File: src/source/fetch_pkg.sv
`default_nettype none

package fetch_pkg;

    // fetch targets
    localparam logic [31:0] reset_vector   = 32'hBFC0_0000;
    localparam logic [31:0] refill_vector  = 32'hBFC0_0200;
    localparam logic [31:0] general_vector = 32'hBFC0_0380;

    // exception codes raised on fetch
    localparam logic [4:0] exc_adel = 5'd4;
    localparam logic [4:0] exc_tlbl = 5'd2;

    // redirect_kind encoding
    localparam logic [2:0] redirect_exception = 3'd0;
    localparam logic [2:0] redirect_refill    = 3'd1;
    localparam logic [2:0] redirect_eret      = 3'd2;
    localparam logic [2:0] redirect_refetch   = 3'd3;
    localparam logic [2:0] redirect_branch    = 3'd4;

    // instruction tlb geometry
    localparam int tlb_entries     = 4;
    localparam int tlb_index_width = 2;

    // k0 / c value that selects a cached access
    localparam logic [2:0] cache_cacheable = 3'd3;

endpackage

`default_nettype wire

File: src/source/itlb.sv
`timescale 1ns/1ns
`default_nettype none

module itlb import fetch_pkg::*; (
    input  logic                       clk,
    input  logic                       reset,
    input  logic                       we,
    input  logic [tlb_index_width-1:0] windex,
    input  logic [18:0]                wvpn2,
    input  logic [19:0]                wpfn0,
    input  logic [19:0]                wpfn1,
    input  logic                       wv0,
    input  logic                       wv1,
    input  logic [2:0]                 wc,
    input  logic [18:0]                vpn2,
    input  logic                       odd_page,
    output logic                       found,
    output logic                       v,
    output logic [19:0]                pfn,
    output logic [2:0]                 c
);

    logic [18:0]            e_vpn2 [tlb_entries];
    logic [19:0]            e_pfn0 [tlb_entries];
    logic [19:0]            e_pfn1 [tlb_entries];
    logic [2:0]             e_c    [tlb_entries];
    logic [tlb_entries-1:0] e_v0;
    logic [tlb_entries-1:0] e_v1;

    // reset invalidates every entry
    always_ff @(posedge clk) begin
        if (reset) begin
            e_v0 <= '0;
            e_v1 <= '0;
        end else if (we) begin
            e_v0[windex] <= wv0;
            e_v1[windex] <= wv1;
        end
    end

    always_ff @(posedge clk) begin
        if (we) begin
            e_vpn2[windex] <= wvpn2;
            e_pfn0[windex] <= wpfn0;
            e_pfn1[windex] <= wpfn1;
            e_c[windex]    <= wc;
        end
    end

    // an entry with both halves invalid never matches, so a cleared slot reads as a miss
    always_comb begin
        found = 1'b0;
        v     = 1'b0;
        pfn   = '0;
        c     = '0;
        for (int i = 0; i < tlb_entries; i++) begin
            if ((e_vpn2[i] == vpn2) && (e_v0[i] | e_v1[i])) begin
                found = 1'b1;
                v     = odd_page ? e_v1[i] : e_v0[i];
                pfn   = odd_page ? e_pfn1[i] : e_pfn0[i];
                c     = e_c[i];
            end
        end
    end

endmodule

`default_nettype wire

File: src/source/addr_trans.sv
`timescale 1ns/1ns
`default_nettype none

module addr_trans import fetch_pkg::*; (
    input  logic [31:0] vaddr,
    input  logic [19:0] pfn,
    input  logic        found,
    input  logic        v,
    input  logic [2:0]  c,
    input  logic [2:0]  config_k0,
    output logic [31:0] paddr,
    output logic        mapped,
    output logic        cached,
    output logic [18:0] vpn2,
    output logic        odd_page
);

    logic kseg0;
    logic kseg1;

    assign kseg0  = (vaddr[31:29] == 3'b100);
    assign kseg1  = (vaddr[31:29] == 3'b101);
    assign mapped = ~(kseg0 | kseg1);

    // lookup key for the tlb, one entry covers an even and odd page pair
    assign vpn2     = vaddr[31:13];
    assign odd_page = vaddr[12];

    always_comb begin
        if (mapped) begin
            paddr  = {pfn, vaddr[11:0]};
            // a miss or invalid page faults anyway, keep the attribute quiet
            cached = found & v & (c == cache_cacheable);
        end else begin
            paddr  = {3'b000, vaddr[28:0]};
            cached = kseg0 & (config_k0 == cache_cacheable);
        end
    end

endmodule

`default_nettype wire

File: src/source/pre_if.sv
`timescale 1ns/1ns
`default_nettype none

module pre_if import fetch_pkg::*; (
    input  logic        clk,
    input  logic        reset,
    input  logic        redirect_valid,
    input  logic [2:0]  redirect_kind,
    input  logic [31:0] redirect_pc,
    input  logic [31:0] cp0_epc,
    input  logic        slot_free,
    input  logic        mapped,
    input  logic        found,
    input  logic        v,
    input  logic        inst_sram_addr_ok,
    output logic [31:0] fetch_vaddr,
    output logic        inst_sram_req,
    output logic        issue_accepted,
    output logic [31:0] issue_pc,
    output logic        fault_valid,
    output logic [4:0]  fault_exccode,
    output logic        fault_refill
);

    logic [31:0] pc;
    logic        started;
    logic        halted;
    logic        active;
    logic        addr_error;
    logic        tlb_error;
    logic        fault;

    // redirects take effect in the cycle they arrive
    always_comb begin
        fetch_vaddr = pc;
        if (redirect_valid) begin
            case (redirect_kind)
                redirect_exception: fetch_vaddr = general_vector;
                redirect_refill:    fetch_vaddr = refill_vector;
                redirect_eret:      fetch_vaddr = cp0_epc;
                redirect_refetch,
                redirect_branch:    fetch_vaddr = redirect_pc;
                default:            fetch_vaddr = pc;
            endcase
        end
    end

    // fault checks on the address being fetched
    assign addr_error = (fetch_vaddr[1:0] != 2'b00);
    assign tlb_error  = mapped & ~(found & v);
    assign fault      = addr_error | tlb_error;

    // a redirect restarts fetch even after a fault
    assign active = started & (~halted | redirect_valid);

    assign inst_sram_req  = active & slot_free & ~fault;
    assign issue_accepted = inst_sram_req & inst_sram_addr_ok;
    assign issue_pc       = fetch_vaddr;

    // a faulting fetch goes to if_stage as an item of its own
    assign fault_valid   = active & slot_free & fault;
    assign fault_exccode = addr_error ? exc_adel : exc_tlbl;
    assign fault_refill  = ~addr_error & mapped & ~found;

    always_ff @(posedge clk) begin
        if (reset) begin
            started <= 1'b0;
        end else begin
            started <= 1'b1;
        end
    end

    always_ff @(posedge clk) begin
        if (reset) begin
            halted <= 1'b0;
        end else if (fault_valid) begin
            halted <= 1'b1;
        end else if (redirect_valid) begin
            halted <= 1'b0;
        end
    end

    always_ff @(posedge clk) begin
        if (reset) begin
            pc <= reset_vector;
        end else if (issue_accepted | fault_valid) begin
            pc <= fetch_vaddr + 32'd4;
        end else if (redirect_valid) begin
            // target not issued yet, hold it until the slot frees up
            pc <= fetch_vaddr;
        end
    end

endmodule

`default_nettype wire

File: src/source/if_stage.sv
`timescale 1ns/1ns
`default_nettype none

module if_stage (
    input  logic        clk,
    input  logic        reset,
    input  logic        redirect_valid,
    input  logic        issue_accepted,
    input  logic [31:0] issue_pc,
    input  logic        fault_valid,
    input  logic [4:0]  fault_exccode,
    input  logic        fault_refill,
    input  logic        inst_sram_data_ok,
    input  logic [31:0] inst_sram_rdata,
    input  logic        decode_ready,
    output logic        slot_free,
    output logic        inst_valid,
    output logic [31:0] inst,
    output logic [31:0] inst_pc,
    output logic        inst_exception,
    output logic [4:0]  inst_exccode,
    output logic        inst_tlb_refill
);

    logic        outstanding;
    logic        discard;
    logic [31:0] pend_pc;
    logic        load_data;

    // the held output is either taken or flushed this cycle
    assign slot_free = ~outstanding & (~inst_valid | decode_ready | redirect_valid);

    // returning data is dropped if any redirect came after its request
    assign load_data = inst_sram_data_ok & outstanding & ~discard & ~redirect_valid;

    always_ff @(posedge clk) begin
        if (reset) begin
            outstanding <= 1'b0;
            discard     <= 1'b0;
        end else begin
            if (issue_accepted) begin
                outstanding <= 1'b1;
                discard     <= 1'b0;
            end else if (inst_sram_data_ok) begin
                outstanding <= 1'b0;
                discard     <= 1'b0;
            end else if (redirect_valid & outstanding) begin
                discard <= 1'b1;
            end
        end
    end

    always_ff @(posedge clk) begin
        if (reset) begin
            inst_valid <= 1'b0;
        end else if (load_data | fault_valid) begin
            inst_valid <= 1'b1;
        end else if (decode_ready | redirect_valid) begin
            inst_valid <= 1'b0;
        end
    end

    always_ff @(posedge clk) begin
        if (issue_accepted) begin
            pend_pc <= issue_pc;
        end
        if (load_data) begin
            inst            <= inst_sram_rdata;
            inst_pc         <= pend_pc;
            inst_exception  <= 1'b0;
            inst_exccode    <= '0;
            inst_tlb_refill <= 1'b0;
        end else if (fault_valid) begin
            // no sram access behind a fault, the word is a nop
            inst            <= '0;
            inst_pc         <= issue_pc;
            inst_exception  <= 1'b1;
            inst_exccode    <= fault_exccode;
            inst_tlb_refill <= fault_refill;
        end
    end

endmodule

`default_nettype wire

File: src/source/fetch_unit.sv
`timescale 1ns/1ns
`default_nettype none

module fetch_unit import fetch_pkg::*; (
    input  logic                       clk,
    input  logic                       reset,
    input  logic                       redirect_valid,
    input  logic [2:0]                 redirect_kind,
    input  logic [31:0]                redirect_pc,
    input  logic [31:0]                cp0_epc,
    input  logic [2:0]                 cp0_config_k0,
    input  logic                       tlb_we,
    input  logic [tlb_index_width-1:0] tlb_index,
    input  logic [18:0]                tlb_vpn2,
    input  logic [19:0]                tlb_pfn0,
    input  logic [19:0]                tlb_pfn1,
    input  logic                       tlb_v0,
    input  logic                       tlb_v1,
    input  logic [2:0]                 tlb_c,
    output logic                       inst_sram_req,
    output logic [31:0]                inst_sram_addr,
    output logic                       inst_sram_cached,
    input  logic                       inst_sram_addr_ok,
    input  logic                       inst_sram_data_ok,
    input  logic [31:0]                inst_sram_rdata,
    output logic                       inst_valid,
    output logic [31:0]                inst,
    output logic [31:0]                inst_pc,
    output logic                       inst_exception,
    output logic [4:0]                 inst_exccode,
    output logic                       inst_tlb_refill,
    input  logic                       decode_ready
);

    logic [31:0] fetch_vaddr;
    logic        mapped;
    logic [18:0] vpn2;
    logic        odd_page;
    logic        found;
    logic        v;
    logic [19:0] pfn;
    logic [2:0]  c;
    logic        slot_free;
    logic        issue_accepted;
    logic [31:0] issue_pc;
    logic        fault_valid;
    logic [4:0]  fault_exccode;
    logic        fault_refill;

    pre_if u_pre_if (
        .clk               (clk),
        .reset             (reset),
        .redirect_valid    (redirect_valid),
        .redirect_kind     (redirect_kind),
        .redirect_pc       (redirect_pc),
        .cp0_epc           (cp0_epc),
        .slot_free         (slot_free),
        .mapped            (mapped),
        .found             (found),
        .v                 (v),
        .inst_sram_addr_ok (inst_sram_addr_ok),
        .fetch_vaddr       (fetch_vaddr),
        .inst_sram_req     (inst_sram_req),
        .issue_accepted    (issue_accepted),
        .issue_pc          (issue_pc),
        .fault_valid       (fault_valid),
        .fault_exccode     (fault_exccode),
        .fault_refill      (fault_refill)
    );

    addr_trans u_addr_trans (
        .vaddr     (fetch_vaddr),
        .pfn       (pfn),
        .found     (found),
        .v         (v),
        .c         (c),
        .config_k0 (cp0_config_k0),
        .paddr     (inst_sram_addr),
        .mapped    (mapped),
        .cached    (inst_sram_cached),
        .vpn2      (vpn2),
        .odd_page  (odd_page)
    );

    itlb u_itlb (
        .clk      (clk),
        .reset    (reset),
        .we       (tlb_we),
        .windex   (tlb_index),
        .wvpn2    (tlb_vpn2),
        .wpfn0    (tlb_pfn0),
        .wpfn1    (tlb_pfn1),
        .wv0      (tlb_v0),
        .wv1      (tlb_v1),
        .wc       (tlb_c),
        .vpn2     (vpn2),
        .odd_page (odd_page),
        .found    (found),
        .v        (v),
        .pfn      (pfn),
        .c        (c)
    );

    if_stage u_if_stage (
        .clk               (clk),
        .reset             (reset),
        .redirect_valid    (redirect_valid),
        .issue_accepted    (issue_accepted),
        .issue_pc          (issue_pc),
        .fault_valid       (fault_valid),
        .fault_exccode     (fault_exccode),
        .fault_refill      (fault_refill),
        .inst_sram_data_ok (inst_sram_data_ok),
        .inst_sram_rdata   (inst_sram_rdata),
        .decode_ready      (decode_ready),
        .slot_free         (slot_free),
        .inst_valid        (inst_valid),
        .inst              (inst),
        .inst_pc           (inst_pc),
        .inst_exception    (inst_exception),
        .inst_exccode      (inst_exccode),
        .inst_tlb_refill   (inst_tlb_refill)
    );

endmodule

`default_nettype wire

File: config.mk
export PLATFORM = sky130hd
export DESIGN_NAME = fetch_unit
export DESIGN_NICKNAME = d
export VERILOG_FILES = /design/src/source/fetch_pkg.sv /design/src/source/itlb.sv /design/src/source/addr_trans.sv /design/src/source/pre_if.sv /design/src/source/if_stage.sv /design/src/source/fetch_unit.sv
export SDC_FILE = /design/constraint.sdc
export NUM_CORES = 1
export LEC_CHECK = 0
export ABC_CLOCK_PERIOD_IN_PS = 5900
export BUFFER_PORTS_ARGS = -buffer_cell sky130_fd_sc_hd__buf_2
export CAP_MARGIN = 20
export CORE_UTILIZATION = 45
export CTS_CLUSTER_DIAMETER = 80
export DETAILED_ROUTE_END_ITERATION = 6
export PLACE_DENSITY = 0.72
export SETUP_SLACK_MARGIN = 0.2
export SLEW_MARGIN = 20
export SYNTH_ARGS = -nofsm -noshare
export SYNTH_HDL_FRONTEND = slang
export SYNTH_SLANG_ARGS = --single-unit
export TNS_END_PERCENT = 10
File: constraint.sdc
create_clock -name clk -period 5.9 [get_ports clk]
set_input_delay 0.295 -clock clk [delete_from_list [all_inputs] [get_ports clk]]
set_output_delay 0.295 -clock clk [all_outputs]
set_load 0.02 [all_outputs]
==> After elaboration in Yosys (flattened, before gate mapping) <==
Memory sizes are Yosys's and may differ from the RTL's.
Cells that the tools add are included.
{ "op_classes": {"bitwise_logic": 38, "reduce_logical": 14, "order_cmp": 2, "n_mux": 48, "eq_ne": 12, "n_addsub": 1} }
{ "op_table": {"columns": ["cell", "n"], "rows": [
  ["two-way mux 32 bit", 8],
  ["two-way mux 20 bit", 8],
  ["one-hot mux 32 bit (4 select lines)", 1],
  ["== test 19 bit", 4],
  ["adder 32 x 3 -> 32 bit (second input constant)", 1],
  ["two-way mux 1 bit", 23],
  ["AND 1 bit", 16],
  ["two-way mux 3 bit", 5],
  ["== test 3 x 2 -> 1 bit (second input constant)", 4],
  ["bitwise OR 1 bit", 12],
  ["nonzero test 2 bit", 6],
  ["inverter 1 bit", 10],
  ["== test 3 bit (second input constant)", 3],
  ["bitwise mux 4 bit", 2],
  ["logical AND 1 bit", 5],
  ["== test 3 x 1 -> 1 bit (second input constant)", 1],
  ["logical NOT 3 bit", 1],
  ["less-than comparator 2 x 3 -> 1 bit (second input constant)", 1],
  ["OR reduction 3 bit", 1],
  ["demux 1 bit (select 2 bit)", 1],
  ["greater-or-equal comparator 2 x 1 -> 1 bit (second input constant)", 1],
  ["OR reduction 2 bit", 1]
]} }
{ "word_totals": {"regBits": 148, "out_inout_bits": 106, "n_memories": 4, "mem_bits_rw": 248, "in_bits": 175, "elab_cells": 133} }
{ "mem_list": {"columns": ["name", "depth", "width", "rd", "rd_ports_with_merged_regs", "wr", "line_no", "text"], "rows": [
  ["u_itlb.e_pfn0", 4, 20, 4, 0, 1, "itlb.sv:24", "logic [19:0] e_pfn0 [tlb_entries];"],
  ["u_itlb.e_pfn1", 4, 20, 4, 0, 1, "itlb.sv:25", "logic [19:0] e_pfn1 [tlb_entries];"],
  ["u_itlb.e_vpn2", 4, 19, 4, 0, 1, "itlb.sv:23", "logic [18:0] e_vpn2 [tlb_entries];"],
  ["u_itlb.e_c", 4, 3, 4, 0, 1, "itlb.sv:26", "logic [2:0] e_c [tlb_entries];"]
]} }

==> Depth between registers and ports, before layout <==
Gate-level depths: netlist of run 1.
{ "logic_depth": {"depth_word": 19, "depth_mapped": 19, "mapped_depth_nobuf": 13} }

==> Cells and area by module <==
A second synthesis of run 1 with hierarchy kept.
{ "hier_totals": {"hier_cells": 1316, "hier_area_um2": 18278.8} }
{ "modules_own_cells": {"columns": ["mod", "area_each_um2", "cells_each", "n_inst"], "rows": [
  ["itlb", 10472.5, 629, 1],
  ["if_stage", 3975.1, 203, 1],
  ["pre_if", 3241.9, 424, 1],
  ["addr_trans", 589.3, 60, 1]
]} }

==> Worst setup path before layout of run 1 <==
OpenSTA, ideal clock, no wires.
{ "synth_timing": {"path_type": "input port to flip-flop", "startpoint": "input port tlb_index[0]", "endpoint": "register u_itlb.e_v0[0]", "setup_time_ps": 128, "cell_stages": 3, "setup_slack_ps": 204, "arrival_time_ps": 5568, "path_cell_list": "nor3b_1 -> mux2i_1 -> nor2_1"} }
{ "synth_between": {"elab_chain_cells": 5, "elab_cells_between_ends": 6, "cone_classes": "order compare (2); mux (3); reduce/logical (1)"} }
{ "synth_lines": {"columns": ["item", "line_no", "text"], "rows": [
  ["from (decl)", "fetch_unit.sv:13", "input logic [tlb_index_width-1:0] tlb_index,"],
  ["less-than comparator 2 x 3 -> 1 bit (implied by the code) or greater-or-equal comparator 2 x 1 -> 1 bit (tied branches)", "itlb.sv:36", "e_v0[windex] <= wv0;"],
  ["logical AND 1 bit (implied by the code)", "itlb.sv:36", null],
  ["two-way mux 1 bit (implied by the code)", "itlb.sv:36", null],
  ["demux 1 bit (select 2 bit) *", null, null],
  ["bitwise mux 4 bit *", "itlb.sv:36", null],
  ["to (signal, indexed assignment)", "itlb.sv:36", null],
  ["to (decl)", "itlb.sv:27", "logic [tlb_entries-1:0] e_v0;"]
]} }
Mark *: on every way between the ends. The rest lies on a longest branch, timed or not.
A chain may end at the register's enable or synchronous reset.

==> Worst setup path after layout of run 1 <==
{ "layout_timing": {"startpoint": "register u_pre_if.pc[22]", "endpoint": "output port inst_sram_addr[25]"} }
{ "layout_between": {"elab_chain_cells": 9, "elab_cells_between_ends": 15, "cone_classes": "eq/ne (4); mux (7); reduce/logical (4)"} }
{ "layout_lines": {"columns": ["item", "line_no", "text"], "rows": [
  ["from (decl)", "pre_if.sv:25", "logic [31:0] pc;"],
  ["from (signal assigned)", "pre_if.sv:85", "pc <= reset_vector;"],
  ["from (signal assigned)", "pre_if.sv:87", "pc <= fetch_vaddr + 32'd4;"],
  ["from (signal assigned)", "pre_if.sv:90", "pc <= fetch_vaddr;"],
  ["one-hot mux 32 bit (4 select lines)", "pre_if.sv:37", "case (redirect_kind)"],
  ["two-way mux 32 bit *", "pre_if.sv:36", "if (redirect_valid) begin"],
  ["named net fetch_vaddr[22]", "fetch_unit.sv:35", "logic [31:0] fetch_vaddr;"],
  ["== test 19 bit", "itlb.sv:57", "if ((e_vpn2[i] == vpn2) && (e_v0[i] | e_v1[i])) begin"],
  ["logical AND 1 bit", "itlb.sv:57", null],
  ["two-way mux 20 bit (3 in series)", "itlb.sv:57", null],
  ["two-way mux 20 bit *", "itlb.sv:57", null],
  ["two-way mux 32 bit *", "addr_trans.sv:30", "if (mapped) begin"],
  ["to (decl)", "fetch_unit.sv:21", "output logic [31:0] inst_sram_addr,"]
]} }
Mark *: on every way through the listed nets, which the timed path passes. The rest lies on a longest branch.

==> results of run 1 <==
## power by group through the flow
stage	clock network, mW	logic, mW	registers [mW]
final	2.88	1.15	3.33
after global routing	3.02	1.22	3.34
after CTS	2.91	1.13	3.33
after detailed placement	0	1.07	3.38
after global placement	0	1.07	3.38
after floorplan	0	0.581	3.42
## path summary, 6_finish.rpt
| path | to | slack, ps | depth (start not counted) |
|---|---|---|---|
| worst max-delay path | inst_sram_addr[25] | 550 | 13 |
| worst min-delay path | u_if_stage.inst[16]$_SDFFCE_PN0P_ | 20 | 2 |
| worst max register to register | u_if_stage.inst_pc[6]$_DFFE_PP_ | 1020 | 13 |
| worst min register to register | u_if_stage.inst_exception$_SDFFE_PP0P_ | 450 | 2 |
## flip-flops by register name (all words and copies together), names as in the netlist, 2 cells and up
signal,count
u_if_stage.inst,32
u_itlb.e_v1,4
u_if_stage.inst_pc,32
u_itlb.e_c,12
u_if_stage.inst_exccode,2
u_itlb.e_vpn2,76
u_if_stage.pend_pc,32
u_itlb.e_pfn0,80
u_itlb.e_v0,4
u_itlb.e_pfn1,80
u_pre_if.pc,32
## cell families (layout without fill, tap and decap cells)
kind of cell,after synthesis,count (layout),share of synthesized area [%]
buf+inv,176,560,4.300
fa+ha+maj,1,1,0.06379
other cells,1,3,0.01912
mux,32,32,1.640
flops,393,393,57.68
simple gates,727,727,19.92
xor+xnor,23,23,1.104
compound gates,423,423,15.27
## per-layer routing
metal / vias up / track usage (%)
li1: 7436 / -
met5: - / 0
met2: 904 / 48.38
met1: 8090 / 41.15
met4: 0 / 14.39
met3: 152 / 5.456
## timing repair
action | CTS | global route
endpoints found under the hold margin | 266 | 0
resized for setup | 0 | 3
setup endpoints to repair | 0 | 7
hold buffers | 88 | 0
## cells in the mapped netlist, types with 12 or more instances
library cell / instances / area share, %
nor4_1: 40 / 1.3
o22ai_1: 21 / 0.67
buf_4: 22 / 0.84
o21ai_0: 117 / 3.0
nor2_1: 66 / 1.3
a21oi_1: 58 / 1.5
a31oi_1: 12 / 0.38
or3b_1: 14 / 0.63
nand3_1: 63 / 1.6
edfxtp_1: 344 / 53
o21a_1: 12 / 0.46
nor3_1: 39 / 1.0
xnor2_1: 17 / 0.76
nand4_1: 26 / 0.83
and3_1: 20 / 0.64
a21boi_0: 21 / 0.80
and2_1: 41 / 1.3
mux2i_1: 31 / 1.6
clkbuf_1: 59 / 1.1
o2111ai_1: 13 / 0.58
a211oi_1: 18 / 0.69
nand2_1: 261 / 5.0
dfxtp_1: 49 / 5.0
or3_1: 20 / 0.64
buf_2: 25 / 0.64
o31a_1: 21 / 0.94
inv_1: 45 / 0.86
nand2b_1: 30 / 0.96
nor2b_1: 15 / 0.48
## worst max-delay path, cell delays in order, from the launching register on
cell and delay [ps]:
dfxtp_1 630, nor2b_1 140, o21ai_2 490, o211ai_2 410
inv_2 340, xnor2_1 230, o2111ai_1 250, nor4_4 450
buf_4 420, a21boi_0 240, o31a_1 150, o21ai_0 100
o21ai_0 330, buf_2 240
## area by class of cell
class	instances	area, sq um
fill	3662	18930
sequential	393	11310
multi-input combinational	1209	7520
timing repair buffer	424	2750
clock buffer	52	1120
tap	585	732.0
clock inverter	28	401.6
inverter	56	212.7
==> qor.csv, run 1 <==
stage,metric,value,unit
placed_design,preCtsSetupSlack,414.5,ps
sta,timing_worst_slew_pin_value,1032,ps
clocking,tritoncts,done,
sta,period_minus_slack,5346,ps
power_and_ir_drop,seqPwrFrac,45.3,%
floorplan,die_width,210.8,um
setup_path,timing.rr.start,u_pre_if.pc[22]$_SDFFE_PP1P_,
power_and_ir_drop,ir_drop,300.6,uV
routing,routed_wire_length_per_instance,24.85,um
floorplan,die_area,0.04442,sq mm
synth,synth-edff-count,344,
grt,wire_length_of_the_first_global_routing_pass,101.1,mm
routing,top_layer_used,met4,
power_and_ir_drop,clockPowerShare,39.1,%
setup_path,critical_path_class,flop to output pin,
setup_path,critical_path_arrival,5050,ps
setup_path,timing.critical_path.from,u_pre_if.pc[22]$_SDFFE_PP1P_,
grt,grt_max_degree,95,
synth,distinct_cell_type_count_of_the_synthesized_netlist,105,
routing,detail_route.wirelength,68.25,mm
synth,synth-async-reset-ratio,0,%
synth,synthesis.area,0.01961,sq mm
floorplan,io_pins,281,
worst_hold_path,worstHoldStart,inst_sram_rdata[16],
cells_and_area,final_cell_area,0.02405,sq mm
sta,timing.final.crit_share,90.62,%
clocking,clkLatencyLatePin,600,ps
clocking,post_cts.repair.setup_buffers,0,
clocking,cts_root_buffer,clkbuf_16,
cells_and_area,final_cell_count_no_fill,2747,
routing,ant_nets,0,
sta,final_critical_path_setup_slack,553.5,ps
sta,timing.final.hold_violations,0,
clocking,cts_sinks,393,
grt,grtUsageTotal,30.67,%
clocking,clk_pin_slew_worst_paths,60,ps
power_and_ir_drop,cellPowerDensity,305.8,mW/mm^2
worst_hold_path,worst_hold_path_type,primary input to flop,
routing,drtPass1Iterations,7,
cells_and_area,postLayoutCoreUtil,55.95,%
grt,grt_antenna_before_repair,0,
routing,detailroute.wirelength.met2,31.19,mm
clocking,htreeDepth,2,
sta,worst_clock_skew,35.39,ps
routing,dr_wl_met3,5.815,mm
flow_run,max-cap-violations,0,
cells_and_area,area_delta_synth_final,22.62,%
synth,synth_seq_cells,393,
power_and_ir_drop,p_comb_share,15.6,%
clocking,cts_buffer_count,43,
status,failed_checks,design-rule violations,
power_and_ir_drop,power.leakage,8.871,nW
floorplan,die_h,210.8,um
setup_path,critPathCaptureType,output pin,
routing,vias,16582,
floorplan,floorplan.initialDensity,45.62,%
routing,avgViaCountPerCell,6.036,
sta,max-slew-margin-rel,31.21,%
cells_and_area,layout-drive-gt1-share,22.57,%
placed_design,gp_routability_congestion,1.055,
cells_and_area,diodes,0,
placed_design,dp.cells,2579,
synth,synth-main-ff-cell,edfxtp_1,
placed_design,io_buffer_count,277,
sta,timing.fmax,187.0,MHz
sta,fin_worst_hold_slack,15.93,ps
routing,drt-met1-wl,28.03,mm
grt,first_global_vias,15988,
clocking,cts-root-to-sink-buffers,3,
setup_path,data_required_time_at_the_worst_endpoint,5610,ps
sta,timing_max_transition_violations_final,0,
grt,grt_remaining_overflow,0,
synth,yosysWarnings,0,
power_and_ir_drop,power.share.switching,27.39,%
power_and_ir_drop,report.power.total,7.354,mW
synth,syn_area_cell,11.04,sq um
placed_design,detailed_place_hpwl,48.64,mm
setup_path,critical_path.startpoint_type,flop,
power_and_ir_drop,internal_power_of_the_cells,5.340,mW
cells_and_area,final_net_count,2303,
sta,setup_viol,0,
setup_path,critical_path.max_fanout,34,
power_and_ir_drop,net_switching,2.014,mW
cells_and_area,layout_common_cells,"edfxtp_1, buf_2, nand2_1",
sta,tns,0,ps
routing,post-route-drc-count,3,
sta,grt_setup_unrepaired,no,
synth,netlist_instances,1776,
floorplan,fp.coreArea,0.04298,sq mm
cells_and_area,layout.cells.most_common,edfxtp_1,
status,outcome,"finished, violations left",
routing,initialDrtViolationCount,2036,
synth,yosysSeqAreaShare,57.68,%
floorplan,std_cell_rows,76,
placed_design,placed_cell_area,0.02163,sq mm
Note: power is estimated with default switching activity, not from simulation.
==> run 2, diff against run 1 <==
HOLD_SLACK_MARGIN = 0.08   (was not set)
==> qor.csv, run 2 (synthesized netlist as in run 1, its figures left out) <==
stage,metric,value,unit
floorplan,io_pins,281,
grt,grt_antenna_before_repair,0,
cells_and_area,area_delta_synth_final,23.14,%
placed_design,gp_routability_congestion,1.055,
sta,grt_setup_unrepaired,no,
flow_run,max-cap-violations,0,
setup_path,critPathCaptureType,output pin,
routing,detail_route.wirelength,68.55,mm
floorplan,die_area,0.04442,sq mm
sta,fin_worst_hold_slack,226.4,ps
cells_and_area,final_net_count,2313,
setup_path,data_required_time_at_the_worst_endpoint,5610,ps
placed_design,io_buffer_count,277,
setup_path,critical_path.startpoint_type,flop,
setup_path,timing.critical_path.slowest_stage_cell,dfxtp_1,
clocking,clk_pin_slew_worst_paths,60,ps
routing,vias,16601,
clocking,cts_sinks,393,
sta,final_critical_path_setup_slack,499.9,ps
clocking,htreeDepth,2,
routing,drtPass1Iterations,5,
setup_path,crit_cells,13,
cells_and_area,layout_common_cells,"edfxtp_1, buf_2, nand2_1",
placed_design,placed_cell_area,0.02163,sq mm
cells_and_area,layout-drive-gt1-share,22.47,%
worst_hold_path,timing.hold.worst_endpoint,u_itlb.e_v1[1]$_SDFFE_PP0P_,
sta,timing.fmax,185.2,MHz
routing,initialDrtViolationCount,2043,
routing,avgViaCountPerCell,6.021,
setup_path,reg2reg_depth,13,
power_and_ir_drop,power.leakage,8.913,nW
power_and_ir_drop,ir_drop,298.5,uV
routing,ant_nets,0,
setup_path,critical_path_arrival,5110,ps
sta,setup_viol,0,
setup_path,worstPathCellList,nor2b_1 -> o21ai_2 -> o211ai_2 -> inv_2 -> xnor2_1 -> o2111ai_1 -> nor4_4 -> buf_4 -> a21boi_0 -> o31a_1 -> o21ai_0 -> o21ai_0 -> buf_2,
grt,grtUsageTotal,30.82,%
clocking,cts-root-to-sink-buffers,3,
setup_path,r2r_end,u_if_stage.inst_pc[6]$_DFFE_PP_,
sta,timing_worst_slew_pin_value,1023,ps
clocking,tritoncts,done,
worst_hold_path,worstHoldPathCells,4,
sta,period_minus_slack,5400,ps
clocking,cts_buffer_count,43,
sta,timing_max_transition_violations_final,0,
floorplan,die_width,210.8,um
cells_and_area,layout.cells.most_common,edfxtp_1,
routing,post-route-drc-count,0,
setup_path,critical_path_class,flop to output pin,
placed_design,detailed_place_hpwl,48.64,mm
worst_hold_path,worst_hold_path_type,primary input to flop,
cells_and_area,diodes,0,
status,outcome,completed,
cells_and_area,final_cell_area,0.02415,sq mm
floorplan,fp.coreArea,0.04298,sq mm
routing,routed_wire_length_per_instance,24.87,um
grt,grt_max_degree,95,
grt,grt_remaining_overflow,0,
sta,worst_clock_skew,34.09,ps
power_and_ir_drop,report.power.total,7.365,mW
clocking,cts_root_buffer,clkbuf_16,
sta,timing.final.crit_share,91.53,%
setup_path,timing.rr.start,u_pre_if.pc[22]$_SDFFE_PP1P_,
setup_path,critical_path.n_buffers_inverters,3,
grt,wire_length_of_the_first_global_routing_pass,101.6,mm
worst_hold_path,worstHoldStart,tlb_index[1],
setup_path,timing.critical_path.mode_cell,o21ai_0,
setup_path,kind_of_cell_adding_the_most_delay_to_the_critical_path,compound AO/OA/AOI/OAI gates,
sta,timing.final.hold_violations,0,
setup_path,critical_path.max_fanout,34,
power_and_ir_drop,cellPowerDensity,305.0,mW/mm^2
floorplan,die_h,210.8,um
setup_path,critPathMaxStageDelay,630,ps
floorplan,std_cell_rows,76,
sta,max-slew-margin-rel,31.78,%
placed_design,preCtsSetupSlack,414.5,ps
cells_and_area,layout_top_registers,"u_itlb.e_pfn0 x80, u_itlb.e_pfn1 x80, u_itlb.e_vpn2 x76",
clocking,clkLatencyLatePin,600,ps
clocking,post_cts.repair.setup_buffers,0,
grt,first_global_vias,16077,
setup_path,reg2reg_setup_slack,1030,ps
floorplan,floorplan.initialDensity,45.62,%
run 2: worst min-delay path, cell delays in order:
cell	delay (ps)
buf_2	130
or2_2	180
mux2i_1	90
nor2_1	70
run 2: metrics by stage:
step | util [%] | cells | TNS, ps
detailed placement | 50.33 | 2579 | 0
global route | 56.18 | 2757 | 0
floorplan | - | 1778 | 0
CTS | 56.13 | 2756 | 0
global placement | 50.33 | 2579 | -1022
finish | 56.18 | 2757 | 0
run 2: layout make-up:
class / instances / area (sq um)
clock inverters: 28 / 401.6
multi-input cells: 1209 / 7520
inverters: 56 / 212.7
well taps: 585 / 732.0
clock buffers: 52 / 1120
fillers: 3652 / 18830
flip-flops and latches: 393 / 11310
repair buffers: 434 / 2850
run 2: power by group:
part | internal, mW | switching, mW | total, mW
Combinational | 0.387 | 0.763 | 1.15
Sequential | 3.23 | 0.103 | 3.33
Clock | 1.73 | 1.15 | 2.88
run 2: metal layers:
metal	global-route usage, %	share of wire, %	vias to the layer above
li1	-	-	7443
met1	41.19	41	8132
met2	48.64	46	860
met3	5.561	8.2	166
met4	14.67	4.9	0
met5	0	0	-
run 2: how the worst max path moves through the flow:
stage	start	end	slack, ps
after floorplan	tlb_index[0]	u_itlb.e_v0[0]$_SDFFE_PP0P_	200
after global placement	redirect_kind[1]	u_if_stage.inst[23]$_SDFFCE_PN0P_	-40
after detailed placement	redirect_kind[1]	u_if_stage.inst[29]$_SDFFCE_PN0P_	410
after CTS	u_pre_if.pc[22]$_SDFFE_PP1P_	inst_sram_addr[25]	440
after global routing	redirect_kind[1]	inst_sram_addr[25]	360
final	u_pre_if.pc[22]$_SDFFE_PP1P_	inst_sram_addr[25]	500
run 2: repair_timing:
action,CTS,global route
hold endpoints to repair,287,4
hold buffers,97,1
resized for setup,0,3
setup endpoints to repair,0,7
